File: src/hw/soc_config.svh
`ifndef SOC_CONFIG_SVH
`define SOC_CONFIG_SVH

// bus widths
`define SOC_ADDR_W 32
`define SOC_DATA_W 32

// ifu and lsu
`define SOC_NUM_REQ 2

// core-local timer window, 64 KiB
`define SOC_CLINT_BASE 32'h0200_0000
`define SOC_CLINT_SIZE 32'h0001_0000

// mtime halves inside the window
`define SOC_MTIME_LO_OFS 32'hbff8
`define SOC_MTIME_HI_OFS 32'hbffc

`endif

File: src/hw/soc_pkg.sv
`default_nettype none

`include "soc_config.svh"

package soc_pkg;

	typedef enum logic {
		OP_READ  = 1'b0,
		OP_WRITE = 1'b1
	} bus_op_e;

	// same codes as AXI rresp/bresp
	typedef enum logic [1:0] {
		RESP_OKAY   = 2'b00,
		RESP_SLVERR = 2'b10,
		RESP_DECERR = 2'b11
	} bus_resp_e;

	typedef enum logic [1:0] {
		ARB_IDLE  = 2'd0,
		ARB_ISSUE = 2'd1,
		ARB_WAIT  = 2'd2
	} arb_state_e;

	// single beat request, 72 bits
	typedef struct packed {
		logic [`SOC_ADDR_W-1:0]   addr;
		logic [`SOC_DATA_W-1:0]   wdata;
		logic [`SOC_DATA_W/8-1:0] wstrb;
		logic [2:0]               size;
		bus_op_e                  op;
	} bus_req_t;

	// read data plus status, 34 bits
	typedef struct packed {
		logic [`SOC_DATA_W-1:0] rdata;
		bus_resp_e              resp;
	} bus_rsp_t;

endpackage

`default_nettype wire

File: src/hw/req_slot.sv
`timescale 1ns/1ps
`default_nettype none

`include "soc_config.svh"

module req_slot (
	input  wire               clock,
	input  wire               rst_n_i,
	// requester side
	input  soc_pkg::bus_req_t req_i,
	input  wire               req_valid_i,
	output logic              req_ready_o,
	output soc_pkg::bus_rsp_t rsp_o,
	output logic              rsp_valid_o,
	input  wire               rsp_ready_i,
	// arbiter side
	output logic              pend_o,
	output soc_pkg::bus_req_t pend_req_o,
	input  wire               done_i,
	input  soc_pkg::bus_rsp_t done_rsp_i
);

	logic              pend_q;
	logic              full_q;
	soc_pkg::bus_req_t req_q;
	soc_pkg::bus_rsp_t rsp_q;

	// empty only when neither waiting on the bus nor holding a response
	assign req_ready_o = !pend_q && !full_q;
	assign pend_o      = pend_q;
	assign pend_req_o  = req_q;
	assign rsp_o       = rsp_q;
	assign rsp_valid_o = full_q;

	always_ff @(posedge clock or negedge rst_n_i) begin
		if (!rst_n_i) begin
			pend_q <= 1'b0;
			full_q <= 1'b0;
		end else begin
			if (req_valid_i && req_ready_o) begin
				pend_q <= 1'b1;
			end else if (done_i) begin
				pend_q <= 1'b0;
				full_q <= 1'b1;
			end else if (full_q && rsp_ready_i) begin
				full_q <= 1'b0;
			end
		end
	end

	// payload capture
	always_ff @(posedge clock) begin
		if (req_valid_i && req_ready_o)
			req_q <= req_i;
		if (done_i)
			rsp_q <= done_rsp_i;
	end

endmodule

`default_nettype wire

File: config.mk
export PLATFORM = sky130hd
export DESIGN_NAME = req_slot
export DESIGN_NICKNAME = d
export VERILOG_FILES = /design/src/hw/soc_pkg.sv /design/src/hw/req_slot.sv
export VERILOG_INCLUDE_DIRS = /design/src /design/src/hw
export SDC_FILE = /design/constraint.sdc
export NUM_CORES = 1
export LEC_CHECK = 0
export BUFFER_PORTS_ARGS = -buffer_cell sky130_fd_sc_hd__buf_2
export CAP_MARGIN = 20
export CORE_MARGIN = 1.5
export CORE_UTILIZATION = 39
export CTS_CLUSTER_SIZE = 16
export DETAILED_ROUTE_END_ITERATION = 10
export PLACE_DENSITY = 0.86
export REMOVE_ABC_BUFFERS = 1
export SLEW_MARGIN = 20
export SYNTH_ARGS = -nofsm -noshare
export SYNTH_HDL_FRONTEND = slang
export SYNTH_SLANG_ARGS = --single-unit
export TNS_END_PERCENT = 30
File: constraint.sdc
create_clock -name clock -period 5.45 [get_ports clock]
set_input_delay 0.2725 -clock clock [delete_from_list [all_inputs] [get_ports clock]]
set_output_delay 0.2725 -clock clock [all_outputs]
set_load 0.02 [all_outputs]
==> qor.txt <==
Pwr dens: 352 nW/µm²
DRC errors left: 0
Final setup viols: 0
CTS clk-pin slew, worst paths: 0.11 ns
Cts hold-fix bufs: 1
Setup Crit Path Kind: reg2reg
Mapped Area: 3270 µm²
Grt ovf: 0
Largest net degree at the start of global routing: 75
Final hold viol count: 0
GP Congestion: 0.735
Footprint of the multi-input gates: 41.3 µm²
Worst path slowest cell: buf_4
Register area share after synthesis: 98.8%
Layout cells sized above 1: 67.2%
CP arrival: 1.71 ns
Status: completed
TritonCTS Sinks: 108
Full die area: 8950 µm²
Routed vias/inst: 4.50
Slowest stage delay, CP: 0.70 ns
Post-route antenna net violation count: 0
Syn Inst Count: 114
WP buf/inv: 1
Initial Util: 40.0%
Fmax: 579 MHz
Crit-path cells: nor3b_4 -> buf_4
Clock Tree Root: clkbuf_8
Maximum clock path buffer count: 2
Number of global-route vias before repair: 1940
Pins Over Slew Limit: 0
Worst slew pin tran: 0.874 ns
CTS tree: yes
DR iter-0 viols: 55
Total CTS buffers: 9
R2R setup slack: 3.72 ns
FILL cells: 659
Setup crit end kind: flip-flop
Maxcap violations: 0
Warning count from the yosys run: 0
Die X: 94.6 µm
Chip height: 94.6 µm
Min cycle time layout: 1.73 ns
Worst-path fanout max: 74
Family with the most delay on the worst path: buffers and inverters
Final WL: 8020 µm
H-tree Lvls: 3
Core Rows: 33
Distinct cells, synth: 8
Postcts setup bufs: 0
Total vias in the final route: 2060
TNS Setup: 0 ns
Initial antenna violation count: 2
# resized after CTS: 0
Setup crit start kind: flip-flop
Hold Crit Class: in2reg
Max VDD drop: 114 µV
Tcrit/Tclk final: 31.7%
IO Port Bufs: 219
Commonest non-fill, non-tap cell in the layout: buf_2
Fin nets: 457
Total track usage: 16.7%
First-pass GRT wire length: 10500 µm
Area growth syn-to-layout: 44.1%
FF/Latch Area: 3230 µm²
Pre-antenna DRT Iters: 4
Most frequent cells in the layout: buf_2 (219), edfxtp_1 (106), clkbuf_8 (9)
Final Power: 1.66 mW
Ports: 220
Skew final: 0.0136 ns
Worst skew pair latency: 0.36 ns
CORE AREA: 8180 µm²
WP data required: 5.44 ns
Syn Area/Cell: 28.7 µm²
Average wire per standard cell: 17.5 µm
RSZ-0062 raised after global routing: false
Leakage: 2.01 nW
Synth Register Bits: 108
Worst slew margin: 41.7%
## power by group
part	total [mW]	leakage, nW	internal (mW)	switching [mW]
clock	0.450	0.0878	0.173	0.276
combinational	0.207	0.897	0.0697	0.137
sequential	1.00	1.02	0.986	0.0189
total	1.66	2.01	1.23	0.432
## kinds of logic after synthesis
family / after synthesis / synth area share, %
flops: 108 / 98.8
simple gates: 3 / 0.688
compound gates: 2 / 0.382
buf+inv: 1 / 0.115
## worst paths after layout
check                                  from             to  cells after the start
worst max-delay path            rsp_valid_o  pend_req_o[1]                      2
min in group asynchronous           rst_n_i         pend_o                      2
worst min-delay path               req_i[8]  pend_req_o[8]                      1
worst min register to register       pend_o         pend_o                      1
worst max register to register  rsp_valid_o  pend_req_o[1]                      2
max in group asynchronous           rst_n_i    rsp_valid_o                      2
## state kept, by name, summed over array words and instances, names as in the netlist
register and count:
rsp_o 34, rsp_valid_o 1, pend_o 1, pend_req_o 72
## synth_stat cells, drive strengths merged
| cell | count | area [µm²] |
|---|---|---|
| inv | 1 | 3.75 |
| a21oi | 1 | 5.00 |
| edfxtp | 106 | 3180 |
| dfrtp | 2 | 50.1 |
| nor3b | 1 | 12.5 |
| a21o | 1 | 7.51 |
| nor2 | 1 | 3.75 |
| nand2b | 1 | 6.26 |
## per-layer routing
metal | global-route usage [%] | share of wire, % | vias up | wire length, µm
li1 | - | - | 922 | -
met1 | 18.3 | 37 | 1000 | 2930
met2 | 29.3 | 53 | 123 | 4210
met5 | 0 | 0 | - | 0
met3 | 5.15 | 8.5 | 15 | 682
met4 | 8.08 | 2.4 | 0 | 191
## area by class of cell
cell class / count / share of cell area [%]
well taps: 105 / 2.79
clock inverters: 7 / 1.35
flip-flops and latches: 108 / 68.6
multi-input cells: 5 / 0.876
inverters: 1 / 0.0796
clock buffers: 9 / 2.63
repair buffers: 221 / 23.6
diodes: 2 / 0.106
## metrics by stage
step                      cell area, µm²  setup WS [ns]  hold WS, ns  instances  utilization (%)
after global routing                4720           3.63       0.0532        458             57.7
after global placement              4510           3.77       0.0570        439             55.2
after CTS                           4710           3.72       0.0626        456             57.6
after detailed placement            4510           3.74       0.0643        439             55.2
final                               4720           3.72       0.0748        458             57.7
after floorplan                     3270           1.56      -0.0231        114                -
Note: power is estimated with default switching activity, not from simulation.
