===== src/hw/soc_config.svh =====
`ifndef SOC_CONFIG_SVH
`define SOC_CONFIG_SVH

// bus widths
`define SOC_ADDR_W 32
`define SOC_DATA_W 32

// ifu and lsu
`define SOC_NUM_REQ 2

// core-local timer window, 64 KiB
`define SOC_CLINT_BASE 32'h0200_0000
`define SOC_CLINT_SIZE 32'h0001_0000

// mtime halves inside the window
`define SOC_MTIME_LO_OFS 32'hbff8
`define SOC_MTIME_HI_OFS 32'hbffc

`endif


===== src/hw/soc_pkg.sv =====
`default_nettype none

`include "soc_config.svh"

package soc_pkg;

	typedef enum logic {
		OP_READ  = 1'b0,
		OP_WRITE = 1'b1
	} bus_op_e;

	// same codes as AXI rresp/bresp
	typedef enum logic [1:0] {
		RESP_OKAY   = 2'b00,
		RESP_SLVERR = 2'b10,
		RESP_DECERR = 2'b11
	} bus_resp_e;

	typedef enum logic [1:0] {
		ARB_IDLE  = 2'd0,
		ARB_ISSUE = 2'd1,
		ARB_WAIT  = 2'd2
	} arb_state_e;

	// single beat request, 72 bits
	typedef struct packed {
		logic [`SOC_ADDR_W-1:0]   addr;
		logic [`SOC_DATA_W-1:0]   wdata;
		logic [`SOC_DATA_W/8-1:0] wstrb;
		logic [2:0]               size;
		bus_op_e                  op;
	} bus_req_t;

	// read data plus status, 34 bits
	typedef struct packed {
		logic [`SOC_DATA_W-1:0] rdata;
		bus_resp_e              resp;
	} bus_rsp_t;

endpackage

`default_nettype wire


===== src/hw/clint_timer.sv =====
`timescale 1ns/1ps
`default_nettype none

`include "soc_config.svh"

module clint_timer (
	input  wire                                 clock,
	input  wire                                 rst_n_i,
	input  wire                                 rd_i,
	input  wire [$clog2(`SOC_CLINT_SIZE)-1:0]   ofs_i,
	output soc_pkg::bus_rsp_t                   rsp_o,
	output logic                                rsp_valid_o
);

	localparam int OFS_W = $clog2(`SOC_CLINT_SIZE);
	localparam logic [OFS_W-1:0] LO_OFS = OFS_W'(`SOC_MTIME_LO_OFS);
	localparam logic [OFS_W-1:0] HI_OFS = OFS_W'(`SOC_MTIME_HI_OFS);

	logic [63:0] mtime_q;

	// free running, one tick per clock
	always_ff @(posedge clock or negedge rst_n_i) begin
		if (!rst_n_i) begin
			mtime_q     <= '0;
			rsp_valid_o <= 1'b0;
		end else begin
			mtime_q     <= mtime_q + 64'd1;
			rsp_valid_o <= rd_i;
		end
	end

	// answer lands one cycle after the read
	always_ff @(posedge clock) begin
		if (rd_i) begin
			case (ofs_i)
				LO_OFS: rsp_o <= '{rdata: mtime_q[31:0], resp: soc_pkg::RESP_OKAY};
				HI_OFS: rsp_o <= '{rdata: mtime_q[63:32], resp: soc_pkg::RESP_OKAY};
				default: rsp_o <= '{rdata: '0, resp: soc_pkg::RESP_DECERR};
			endcase
		end
	end

endmodule

`default_nettype wire


===== config.mk =====
export PLATFORM = sky130hd
export DESIGN_NAME = clint_timer
export DESIGN_NICKNAME = d
export VERILOG_FILES = /design/src/hw/soc_pkg.sv /design/src/hw/clint_timer.sv
export VERILOG_INCLUDE_DIRS = /design/src /design/src/hw
export SDC_FILE = /design/constraint.sdc
export NUM_CORES = 1
export LEC_CHECK = 0
export ABC_AREA = 1
export BUFFER_PORTS_ARGS = -buffer_cell sky130_fd_sc_hd__buf_2
export CORE_AREA = 8 8 102 104
export CTS_CLUSTER_SIZE = 8
export DETAILED_ROUTE_END_ITERATION = 8
export DIE_AREA = 0 0 110 112
export GPL_TIMING_DRIVEN = 0
export PLACE_DENSITY = 0.81
export SYNTH_ARGS = -nofsm -noshare
export SYNTH_HDL_FRONTEND = slang
export SYNTH_SLANG_ARGS = --single-unit
export TNS_END_PERCENT = 1

===== constraint.sdc =====
create_clock -name clock -period 2.3 [get_ports clock]
set_input_delay 0.46 -clock clock [delete_from_list [all_inputs] [get_ports clock]]
set_output_delay 0.46 -clock clock [all_outputs]
set_load 0.01 [all_outputs]

==> impl_metrics.py <==
metrics = {
    "run_status": {
        "status": "finished, final reports clean",
    },
    "place": {
        "dpl.hpwl_mm": 12.45,
        "gp_congestion": 0.9871,
        "port_buffers": 53,
        "post_dp_cell_area_um2": 5683,
        "dp.cells": 839,
    },
    "yosys": {
        "synthFlopType": "dfrtp_1",
        "synthArstFlopShare": 0.6633,
        "synth_edf_count": 33,
        "post_synth_num_cell_types": 23,
        "mean_post_synth_cell_area_um2": 7.817,
        "seq_area_frac_synth": 0.4961,
        "synth_nets": 695,
        "synth_cells": 675,
        "postSynthRegisterBits": 98,
        "yosys_warnings": 0,
        "syn_area_um2": 5276,
    },
    "timing": {
        "report.final.hold_viol_count": 0,
        "final.setup_skew_ps": 10.36,
        "tns_ps": 0,
        "setup_repair_after_global_routing_missed_its_margin": "false",
        "setup_viol": 0,
        "slew_violations": 0,
        "timing.final.crit_share": 0.8319,
        "timing.fmax_mhz": 522.6,
        "max-slew-margin-rel": 0.4182,
        "tightest_slew_ps": 872.8,
        "layout_min_cycle_time_ps": 1913,
    },
    "clock_tree": {
        "ctsResizeCount": 0,
        "postCtsSetupBuffers": 0,
        "largest_buffer_count_on_any_clock_path": 2,
        "skew_pair_late_insertion_delay_ps": 380,
        "clkSinkCount": 98,
        "holdBufCountCts": 0,
        "clk_root_buffer_cell": "clkbuf_8",
        "cts.clk_slew.worst_paths_ps": 110,
        "cts_buffers": 9,
        "h-tree-depth": 3,
        "cts_tree": "yes",
    },
    "power": {
        "power.static_leakage_nw": 2.545,
        "comb_power_share": 0.039,
        "p_seq_frac": 0.593,
        "report.power.total_mw": 3.099,
        "internal_power_mw": 2.292,
        "switching_fraction": 0.2605,
        "power.density_cell_area_nw_per_um2": 527.5,
        "power.switching_mw": 0.8073,
        "share_clk_of_total_power": 0.368,
        "irDropWorstVdd_mv": 0.3297,
    },
    "floorplan": {
        "core_region_area_um2": 8890,
        "floorplan.rows": 35,
        "dieWidth_um": 110,
        "die_height_um": 112,
        "ioPinCount": 54,
        "floorplan.initialDensity": 0.5935,
        "dieArea_um2": 12320,
    },
    "critical_path": {
        "start_kind": "register",
        "worstReg2RegStart": "mtime_q[0]$_DFF_PN0_",
        "worst_setup_path_end_kind": "register",
        "worst_ep_required_time_ps": 2570,
        "critPathMaxFanout": 6,
        "timing_worst_setup_path_type": "reg2reg",
        "reg2reg_slack_ps": 390,
        "reg2reg_depth": 8,
        "critPathArrivalTime_ps": 2180,
        "r2r_end": "mtime_q[58]$_DFF_PN0_",
    },
    "global_routing": {
        "global_route_wire_length_before_repair_mm": 25.45,
        "grt_max_degree": 66,
        "track_usage": 0.2750,
        "first_global_vias": 4753,
        "grt_overflow": 0,
        "antenna_found_initial": 0,
    },
    "job": {
        "cap_viol_max_count": 0,
    },
    "routing": {
        "route.detailed.vias_per_inst": 5.677,
        "detail_route.wirelength_mm": 16.33,
        "drt_iter0_drc": 430,
        "postRouteAntennaNets": 0,
        "detail_route.first_pass.iterations": 5,
        "drc_errors": 0,
        "total_via_count_in_the_routed_design": 4854,
        "detail_route.wl_per_cell_um": 19.10,
    },
    "finish": {
        "layout-drive-gt1-share": 0.1465,
        "total_inserted_antenna_cells": 0,
        "num-nets-final": 759,
        "final_std_cell_area_no_fill_um2": 5874,
        "layout.cells.non_filler": 855,
        "finalCoreUtilization": 0.6608,
        "area_overhead_vs_synth_pct": 11.34,
    },
    "min_path": {
        "hold_class": "in2async",
    },
}
final cells by class:
class                           instances  area, um2
Multi-Input combinational cell        518       2426
Clock buffer                            9      123.9
Tap cell                              111      138.9
Timing Repair Buffer                   53      267.8
Clock inverter                          7      67.56
Fill cell                             773       3015
Buffer                                 14      63.81
Sequential cell                        98       2618
Inverter                               45      168.9
power by group through the flow:
stage / clock network (mW) / logic (mW) / registers [mW]
2_1_floorplan: 0 / 0.0165 / 1.89
3_3_place_gp: 0 / 0.121 / 1.87
3_5_place_dp: 0 / 0.125 / 1.87
4_1_cts: 1.13 / 0.125 / 1.84
5_1_grt: 1.21 / 0.133 / 1.84
6_report: 1.14 / 0.122 / 1.84
cell usage in the layout, fill, tap and decap left out, drive strengths merged, types with 16 or more instances in the layout:
master	n
clkbuf	16
nand2	243
inv	50
o21ai	20
nand3	77
buf	60
nor2	130
xnor2	20
edfxtp	33
dfrtp	65
worst max path at each step:
stage | from | endpoint | slack (ps)
floorplan | ofs_i[14] | rsp_o[0]$_DFFE_PP_ | 790
global placement | ofs_i[14] | rsp_o[19]$_DFFE_PP_ | 410
detailed placement | ofs_i[14] | rsp_o[19]$_DFFE_PP_ | 340
CTS | mtime_q[0]$_DFF_PN0_ | mtime_q[42]$_DFF_PN0_ | 380
global route | mtime_q[0]$_DFF_PN0_ | mtime_q[58]$_DFF_PN0_ | 230
finish | mtime_q[0]$_DFF_PN0_ | mtime_q[58]$_DFF_PN0_ | 390
synthesized netlist by cell type (all sizes together) (4+ instances only):
master  instances  area share
nand4          11       0.013
dfrtp          65        0.31
xnor2          20       0.033
xor2           11       0.018
nand3b          4      0.0057
clkbuf          7      0.0050
o21ai          20       0.019
nand3          77       0.073
nor2          130        0.11
edfxtp         33        0.19
inv            45       0.032
nand2         243        0.18
buf             7      0.0071
flip-flops by register name, indices dropped and copies added, names as in the netlist:
register and flops:
mtime_q 64, rsp_valid_o 1, rsp_o 33
per-layer routing:
layer / global-route usage / part of all wire / up-vias
met3: 0.04795 / 0.088 / 41
met4: 0.1189 / 0.034 / 0
met2: 0.4290 / 0.47 / 244
li1: - / - / 2276
met5: 0 / 0 / -
met1: 0.3629 / 0.40 / 2293
kinds of logic after synthesis:
group,count (synthesis),share of synthesized area
fa+ha+maj,1,0.002371
flops,98,0.4961
simple gates,466,0.3870
compound gates,20,0.01897
xor+xnor,31,0.05146
buf+inv,59,0.04411
per-stage QoR:
step           setup slack (ps)  hold WS [ps]
2_1_floorplan             790.6         164.4
3_3_place_gp              409.5         502.2
3_5_place_dp              339.8         511.8
4_1_cts                   375.2         219.6
5_1_grt                   230.2         254.6
6_report                  386.6         179.6
critical path, stage by stage, from the launching register on:
cell and delay (ps):
dfrtp_1 480, ha_1 230, nand2_2 80, nor2_4 190
nand2_4 120, nor2_1 110, nand2_1 260, o21ai_0 260
nand2_1 70
Note: power is estimated with default switching activity, not from simulation.
