--- config.mk ---
export PLATFORM = sky130hd
export DESIGN_NAME = addr_router
export DESIGN_NICKNAME = d
export VERILOG_FILES = /design/src/hw/soc_pkg.sv /design/src/hw/addr_router.sv
export VERILOG_INCLUDE_DIRS = /design/src /design/src/hw
export SDC_FILE = /design/constraint.sdc
export NUM_CORES = 1
export LEC_CHECK = 0
export ABC_CLOCK_PERIOD_IN_PS = 2700
export BUFFER_PORTS_ARGS = -buffer_cell sky130_fd_sc_hd__buf_2
export CAP_MARGIN = 10
export CORE_AREA = 2 2 107 109
export DETAILED_ROUTE_END_ITERATION = 8
export DIE_AREA = 0 0 109 111
export MAX_ROUTING_LAYER = met4
export PLACE_DENSITY_LB_ADDON = 0.05
export SKIP_LAST_GASP = 1
export SYNTH_ARGS = -nofsm -noshare
export SYNTH_HDL_FRONTEND = slang
export SYNTH_SLANG_ARGS = --single-unit
--- constraint.sdc ---
create_clock -name clock -period 2.7 [get_ports clock]
set_clock_uncertainty 0.15 [all_clocks]
set_input_delay 0.675 -clock clock [delete_from_list [all_inputs] [get_ports clock]]
set_output_delay 0.675 -clock clock [all_outputs]
set_load 0.005 [all_outputs]
--- src/hw/soc_config.svh ---
`ifndef SOC_CONFIG_SVH
`define SOC_CONFIG_SVH

// bus widths
`define SOC_ADDR_W 32
`define SOC_DATA_W 32

// ifu and lsu
`define SOC_NUM_REQ 2

// core-local timer window, 64 KiB
`define SOC_CLINT_BASE 32'h0200_0000
`define SOC_CLINT_SIZE 32'h0001_0000

// mtime halves inside the window
`define SOC_MTIME_LO_OFS 32'hbff8
`define SOC_MTIME_HI_OFS 32'hbffc

`endif

--- src/hw/soc_pkg.sv ---
`default_nettype none

`include "soc_config.svh"

package soc_pkg;

	typedef enum logic {
		OP_READ  = 1'b0,
		OP_WRITE = 1'b1
	} bus_op_e;

	// same codes as AXI rresp/bresp
	typedef enum logic [1:0] {
		RESP_OKAY   = 2'b00,
		RESP_SLVERR = 2'b10,
		RESP_DECERR = 2'b11
	} bus_resp_e;

	typedef enum logic [1:0] {
		ARB_IDLE  = 2'd0,
		ARB_ISSUE = 2'd1,
		ARB_WAIT  = 2'd2
	} arb_state_e;

	// single beat request, 72 bits
	typedef struct packed {
		logic [`SOC_ADDR_W-1:0]   addr;
		logic [`SOC_DATA_W-1:0]   wdata;
		logic [`SOC_DATA_W/8-1:0] wstrb;
		logic [2:0]               size;
		bus_op_e                  op;
	} bus_req_t;

	// read data plus status, 34 bits
	typedef struct packed {
		logic [`SOC_DATA_W-1:0] rdata;
		bus_resp_e              resp;
	} bus_rsp_t;

endpackage

`default_nettype wire

--- src/hw/addr_router.sv ---
`timescale 1ns/1ps
`default_nettype none

`include "soc_config.svh"

module addr_router (
	input  wire                                     clock,
	input  wire                                     rst_n_i,
	input  soc_pkg::bus_req_t                       req_i,
	input  wire                                     req_valid_i,
	output logic                                    req_ready_o,
	output soc_pkg::bus_rsp_t                       rsp_o,
	output logic                                    rsp_valid_o,
	// memory bus
	output soc_pkg::bus_req_t                       mem_req_o,
	output logic                                    mem_req_valid_o,
	input  wire                                     mem_req_ready_i,
	input  soc_pkg::bus_rsp_t                       mem_rsp_i,
	input  wire                                     mem_rsp_valid_i,
	output logic                                    mem_rsp_ready_o,
	// core-local timer
	output logic                                    tmr_rd_o,
	output logic [$clog2(`SOC_CLINT_SIZE)-1:0]      tmr_ofs_o,
	input  soc_pkg::bus_rsp_t                       tmr_rsp_i,
	input  wire                                     tmr_rsp_valid_i
);

	localparam int OFS_W = $clog2(`SOC_CLINT_SIZE);
	localparam logic [`SOC_ADDR_W-1:0] TMR_BASE = `SOC_CLINT_BASE;
	localparam logic [OFS_W-1:0] LO_OFS = OFS_W'(`SOC_MTIME_LO_OFS);
	localparam logic [OFS_W-1:0] HI_OFS = OFS_W'(`SOC_MTIME_HI_OFS);

	logic             is_tmr;
	logic             mapped;
	logic             imm_rsp;
	logic [OFS_W-1:0] ofs;
	logic             busy_q;
	logic             tgt_tmr_q;
	logic             out_done;

	assign ofs     = req_i.addr[OFS_W-1:0];
	assign is_tmr  = (req_i.addr[`SOC_ADDR_W-1:OFS_W] == TMR_BASE[`SOC_ADDR_W-1:OFS_W]);
	assign mapped  = (ofs == LO_OFS) || (ofs == HI_OFS);
	// timer writes and holes are refused on the spot
	assign imm_rsp = req_valid_i && is_tmr && (req_i.op == soc_pkg::OP_WRITE || !mapped);

	assign mem_req_o       = req_i;
	assign mem_req_valid_o = req_valid_i && !is_tmr;
	assign req_ready_o     = is_tmr ? 1'b1 : mem_req_ready_i;

	assign tmr_rd_o  = req_valid_i && is_tmr && !imm_rsp;
	assign tmr_ofs_o = ofs;

	// forward only the target that owns the transaction
	assign mem_rsp_ready_o = busy_q && !tgt_tmr_q;
	assign out_done = busy_q && (tgt_tmr_q ? tmr_rsp_valid_i : mem_rsp_valid_i);
	assign rsp_valid_o = out_done || imm_rsp;

	always_comb begin
		rsp_o = mem_rsp_i;
		if (imm_rsp) begin
			rsp_o.rdata = '0;
			rsp_o.resp  = (req_i.op == soc_pkg::OP_WRITE) ?
				soc_pkg::RESP_SLVERR : soc_pkg::RESP_DECERR;
		end else if (tgt_tmr_q) begin
			rsp_o = tmr_rsp_i;
		end
	end

	always_ff @(posedge clock or negedge rst_n_i) begin
		if (!rst_n_i) begin
			busy_q    <= 1'b0;
			tgt_tmr_q <= 1'b0;
		end else if (mem_req_valid_o && mem_req_ready_i) begin
			busy_q    <= 1'b1;
			tgt_tmr_q <= 1'b0;
		end else if (tmr_rd_o) begin
			busy_q    <= 1'b1;
			tgt_tmr_q <= 1'b1;
		end else if (out_done) begin
			busy_q <= 1'b0;
		end
	end

endmodule

`default_nettype wire

==> run summary <==
Drt wl/cell: 11.1 µm
IO buf count: 191
Clock transition at path regs: 0.03 ns
Setup WS pre-CTS: -0.330 ns
Worst R2R Setup Slack: 1.53 ns
Core ar.: 11100 µm²
Fin util: 20.3%
Worst Hold Class: input pin to async pin
DIE AREA: 12100 µm²
Vias in the first global route: 1468
Post-synthesis cell area: 1430 µm²
First-pass GRT wire length: 7.13 mm
RSZ-0062 raised after global routing: yes
Die W: 109 µm
Syn-to-layout area delta: 57.6%
RR Endpoint: busy_q$_DFFE_PN0P_
RR Startpoint: tgt_tmr_q$_DFFE_PN0P_
Vias per inst: 3.46
Flops & latches, synth: 2
Total track usage: 7.67%
Maximum vdd drop: 121 µV
Slew HR: 79.1%
Crit-path max cell delay: 0.54 ns
Max Root-Sink Buffers: 2
Avg Cell Area, Syn: 7.48 µm²
F_max: 0.335 GHz
CTS tree: yes
Via Count: 1604
Initial antenna violation count: 0
Crit path kind: input pin to output port
Drt drc: 0
Yosys warns: 0
Max-cap violations: 0
Crit Path Max Fanout: 10
CP Capture Type: output port
DRT iter0 DRCs: 46
Fin crit period: 2.99 ns
Reg2reg path depth: 2
HPWL after DPL: 4.50 mm
Pre-Repair DR Iteration Count: 4
Tcrit/Tclk final: 111%
Routability cong.: 0.726
Clock Power Share: 48.0%
Total CTS buffers: 3
Sequential share of the synthesized area: 3.50%
N_diodes: 0
Net load switching power: 0.123 mW
CP max stage cell: or4b_4
Initial Util: 12.9%
Worst Tran Pin Value: 0.311 ns
Final WL: 5.12 mm
Unique cell type count in the Yosys netlist: 27
Die Y: 111 µm
Comb power frac: 45.3%
CTS H-Tree Depth: 1
CP Buf/Inv Count: 3
GRT Residual Overflow: 0
Hold slack: 0.0830 ns
Fin. Hold Viols: 0
Final net count: 467
Final ANT Viol Nets: 0
Internal: 0.359 mW
Required time of the worst setup path: 1.88 ns
PwrDens: 214 nW/µm²
CTS root buf: clkbuf_16
Clock Latency Late Sink: 0.22 ns
Failing checks: negative setup slack
CP Launch Type: input pin
Count of final setup violators: 36
Standard-cell rows: 39
Sequential Power Share: 6.7%
Worst path cell trace: buf_6 > or4b_4 > nor4_4 > nor3_4 > buf_12 > a211o_1 > buf_2
Worst path arrival time: 2.16 ns
Net Sw Frac: 25.5%
# IOs: 273
Crit-path leading delay family: simple AND/OR/NAND/NOR gates
Post-route setup slack: -0.288 ns
Largest net degree at the start of global routing: 36
Mapped Nets: 337
Pleak: 1.20 nW
Clk sinks: 2
Post-Synthesis Cells: 191
Slew Viols, Final: 0
Layout cell share with drive strength beyond 1: 75.9%
Outcome: complete, but fails checks
layer usage:
layer	track usage [%]	up-vias	wire (µm)
li1	-	803	-
met1	6.80	658	1620
met2	14.9	125	2610
met3	1.76	18	737
met4	3.42	0	154
met5	-	-	0
what timing repair did:
item | CTS | global route
setup buffers | 3 | 2
resized for setup | 5 | 14
hold buffers | 0 | 0
pin swaps | 1 | 1
endpoints found under the setup margin | 37 | 37
logic make-up (layout without fill, tap and decap cells):
logic type             Yosys count  after routing  share of synthesized area (%)
and+or+nand+nor                 50             50                           18.3
DFF                              2              2                           3.50
AOI/OAI and AO/OA                5              5                           2.36
buffers and inverters           98            227                           50.5
muxes                           36             36                           25.3
cell usage in the layout (no fill, tap or decap), types with 2 or more instances in the layout:
master and n:
nand4_1 3, nor4_2 2, buf_6 2, nand2_1 2, buf_2 189, nor3_4 2
buf_4 27, mux2i_1 35, nor2_2 9, inv_1 2, nor2_1 24, buf_12 2
clkbuf_16 3
power by group through the flow:
stage | combinational, mW | sequential (mW) | clock, mW
after global routing | 0.244 | 0.0325 | 0.239
after floorplan | 0.147 | 0.0324 | 0
after CTS | 0.217 | 0.0323 | 0.234
final | 0.218 | 0.0323 | 0.231
after global placement | 0.218 | 0.0327 | 0
after detailed placement | 0.213 | 0.0327 | 0
flip-flops by register name (all words and copies together), names as in the netlist:
name and cells:
busy_q 1, tgt_tmr_q 1
cells in the mapped netlist:
cell | number | share of area [%]
a211o_1 | 1 | 0.61
a21o_2 | 1 | 0.61
a21oi_1 | 1 | 0.35
and2_1 | 1 | 0.44
buf_1 | 1 | 0.26
buf_2 | 1 | 0.35
buf_4 | 88 | 46
buf_6 | 3 | 2.4
clkbuf_1 | 2 | 0.53
dfrtp_1 | 2 | 3.5
inv_1 | 3 | 0.79
mux2_2 | 1 | 0.79
mux2i_1 | 35 | 25
nand2_1 | 2 | 0.53
nand2b_1 | 1 | 0.44
nand4_1 | 3 | 1.3
nand4b_1 | 1 | 0.61
nor2_1 | 33 | 8.7
nor2b_1 | 1 | 0.44
nor3_1 | 1 | 0.35
nor3_4 | 1 | 1.1
nor4_1 | 3 | 1.3
nor4_4 | 1 | 1.5
nor4b_1 | 1 | 0.61
o21ai_0 | 1 | 0.35
o22ai_1 | 1 | 0.44
or4b_4 | 1 | 0.96
metrics by stage:
step / TNS, ns / instance area [µm²] / power [mW] / instances
3_3_place_gp: -10.05 / 2070 / 0.250 / 455
5_1_grt: -12.75 / 2250 / 0.515 / 463
6_report: -9.12 / 2250 / 0.481 / 463
2_1_floorplan: 0 / 1430 / 0.179 / 191
3_5_place_dp: -10.80 / 2070 / 0.246 / 455
4_1_cts: -10.28 / 2180 / 0.483 / 461
how the worst max path moves through the flow:
stage | start | endpoint | depth (start not counted)
3_5_place_dp | req_i[0] | rsp_o[1] | 7
2_1_floorplan | req_i[0] | rsp_o[1] | 4
5_1_grt | req_i[0] | rsp_o[21] | 8
3_3_place_gp | req_i[0] | rsp_o[1] | 7
6_report | req_i[0] | rsp_o[1] | 7
4_1_cts | req_i[0] | rsp_o[1] | 7
final cells by class:
| class | instances | area [µm²] |
|---|---|---|
| Fill cell | 1259 | 8820 |
| Timing Repair Buffer | 220 | 1210 |
| Multi-Input combinational cell | 91 | 718 |
| Tap cell | 143 | 179 |
| Clock buffer | 4 | 78.8 |
| Sequential cell | 2 | 51.3 |
| Inverter | 3 | 13.8 |
No activity file was read; power rests on OpenSTA's default activity.
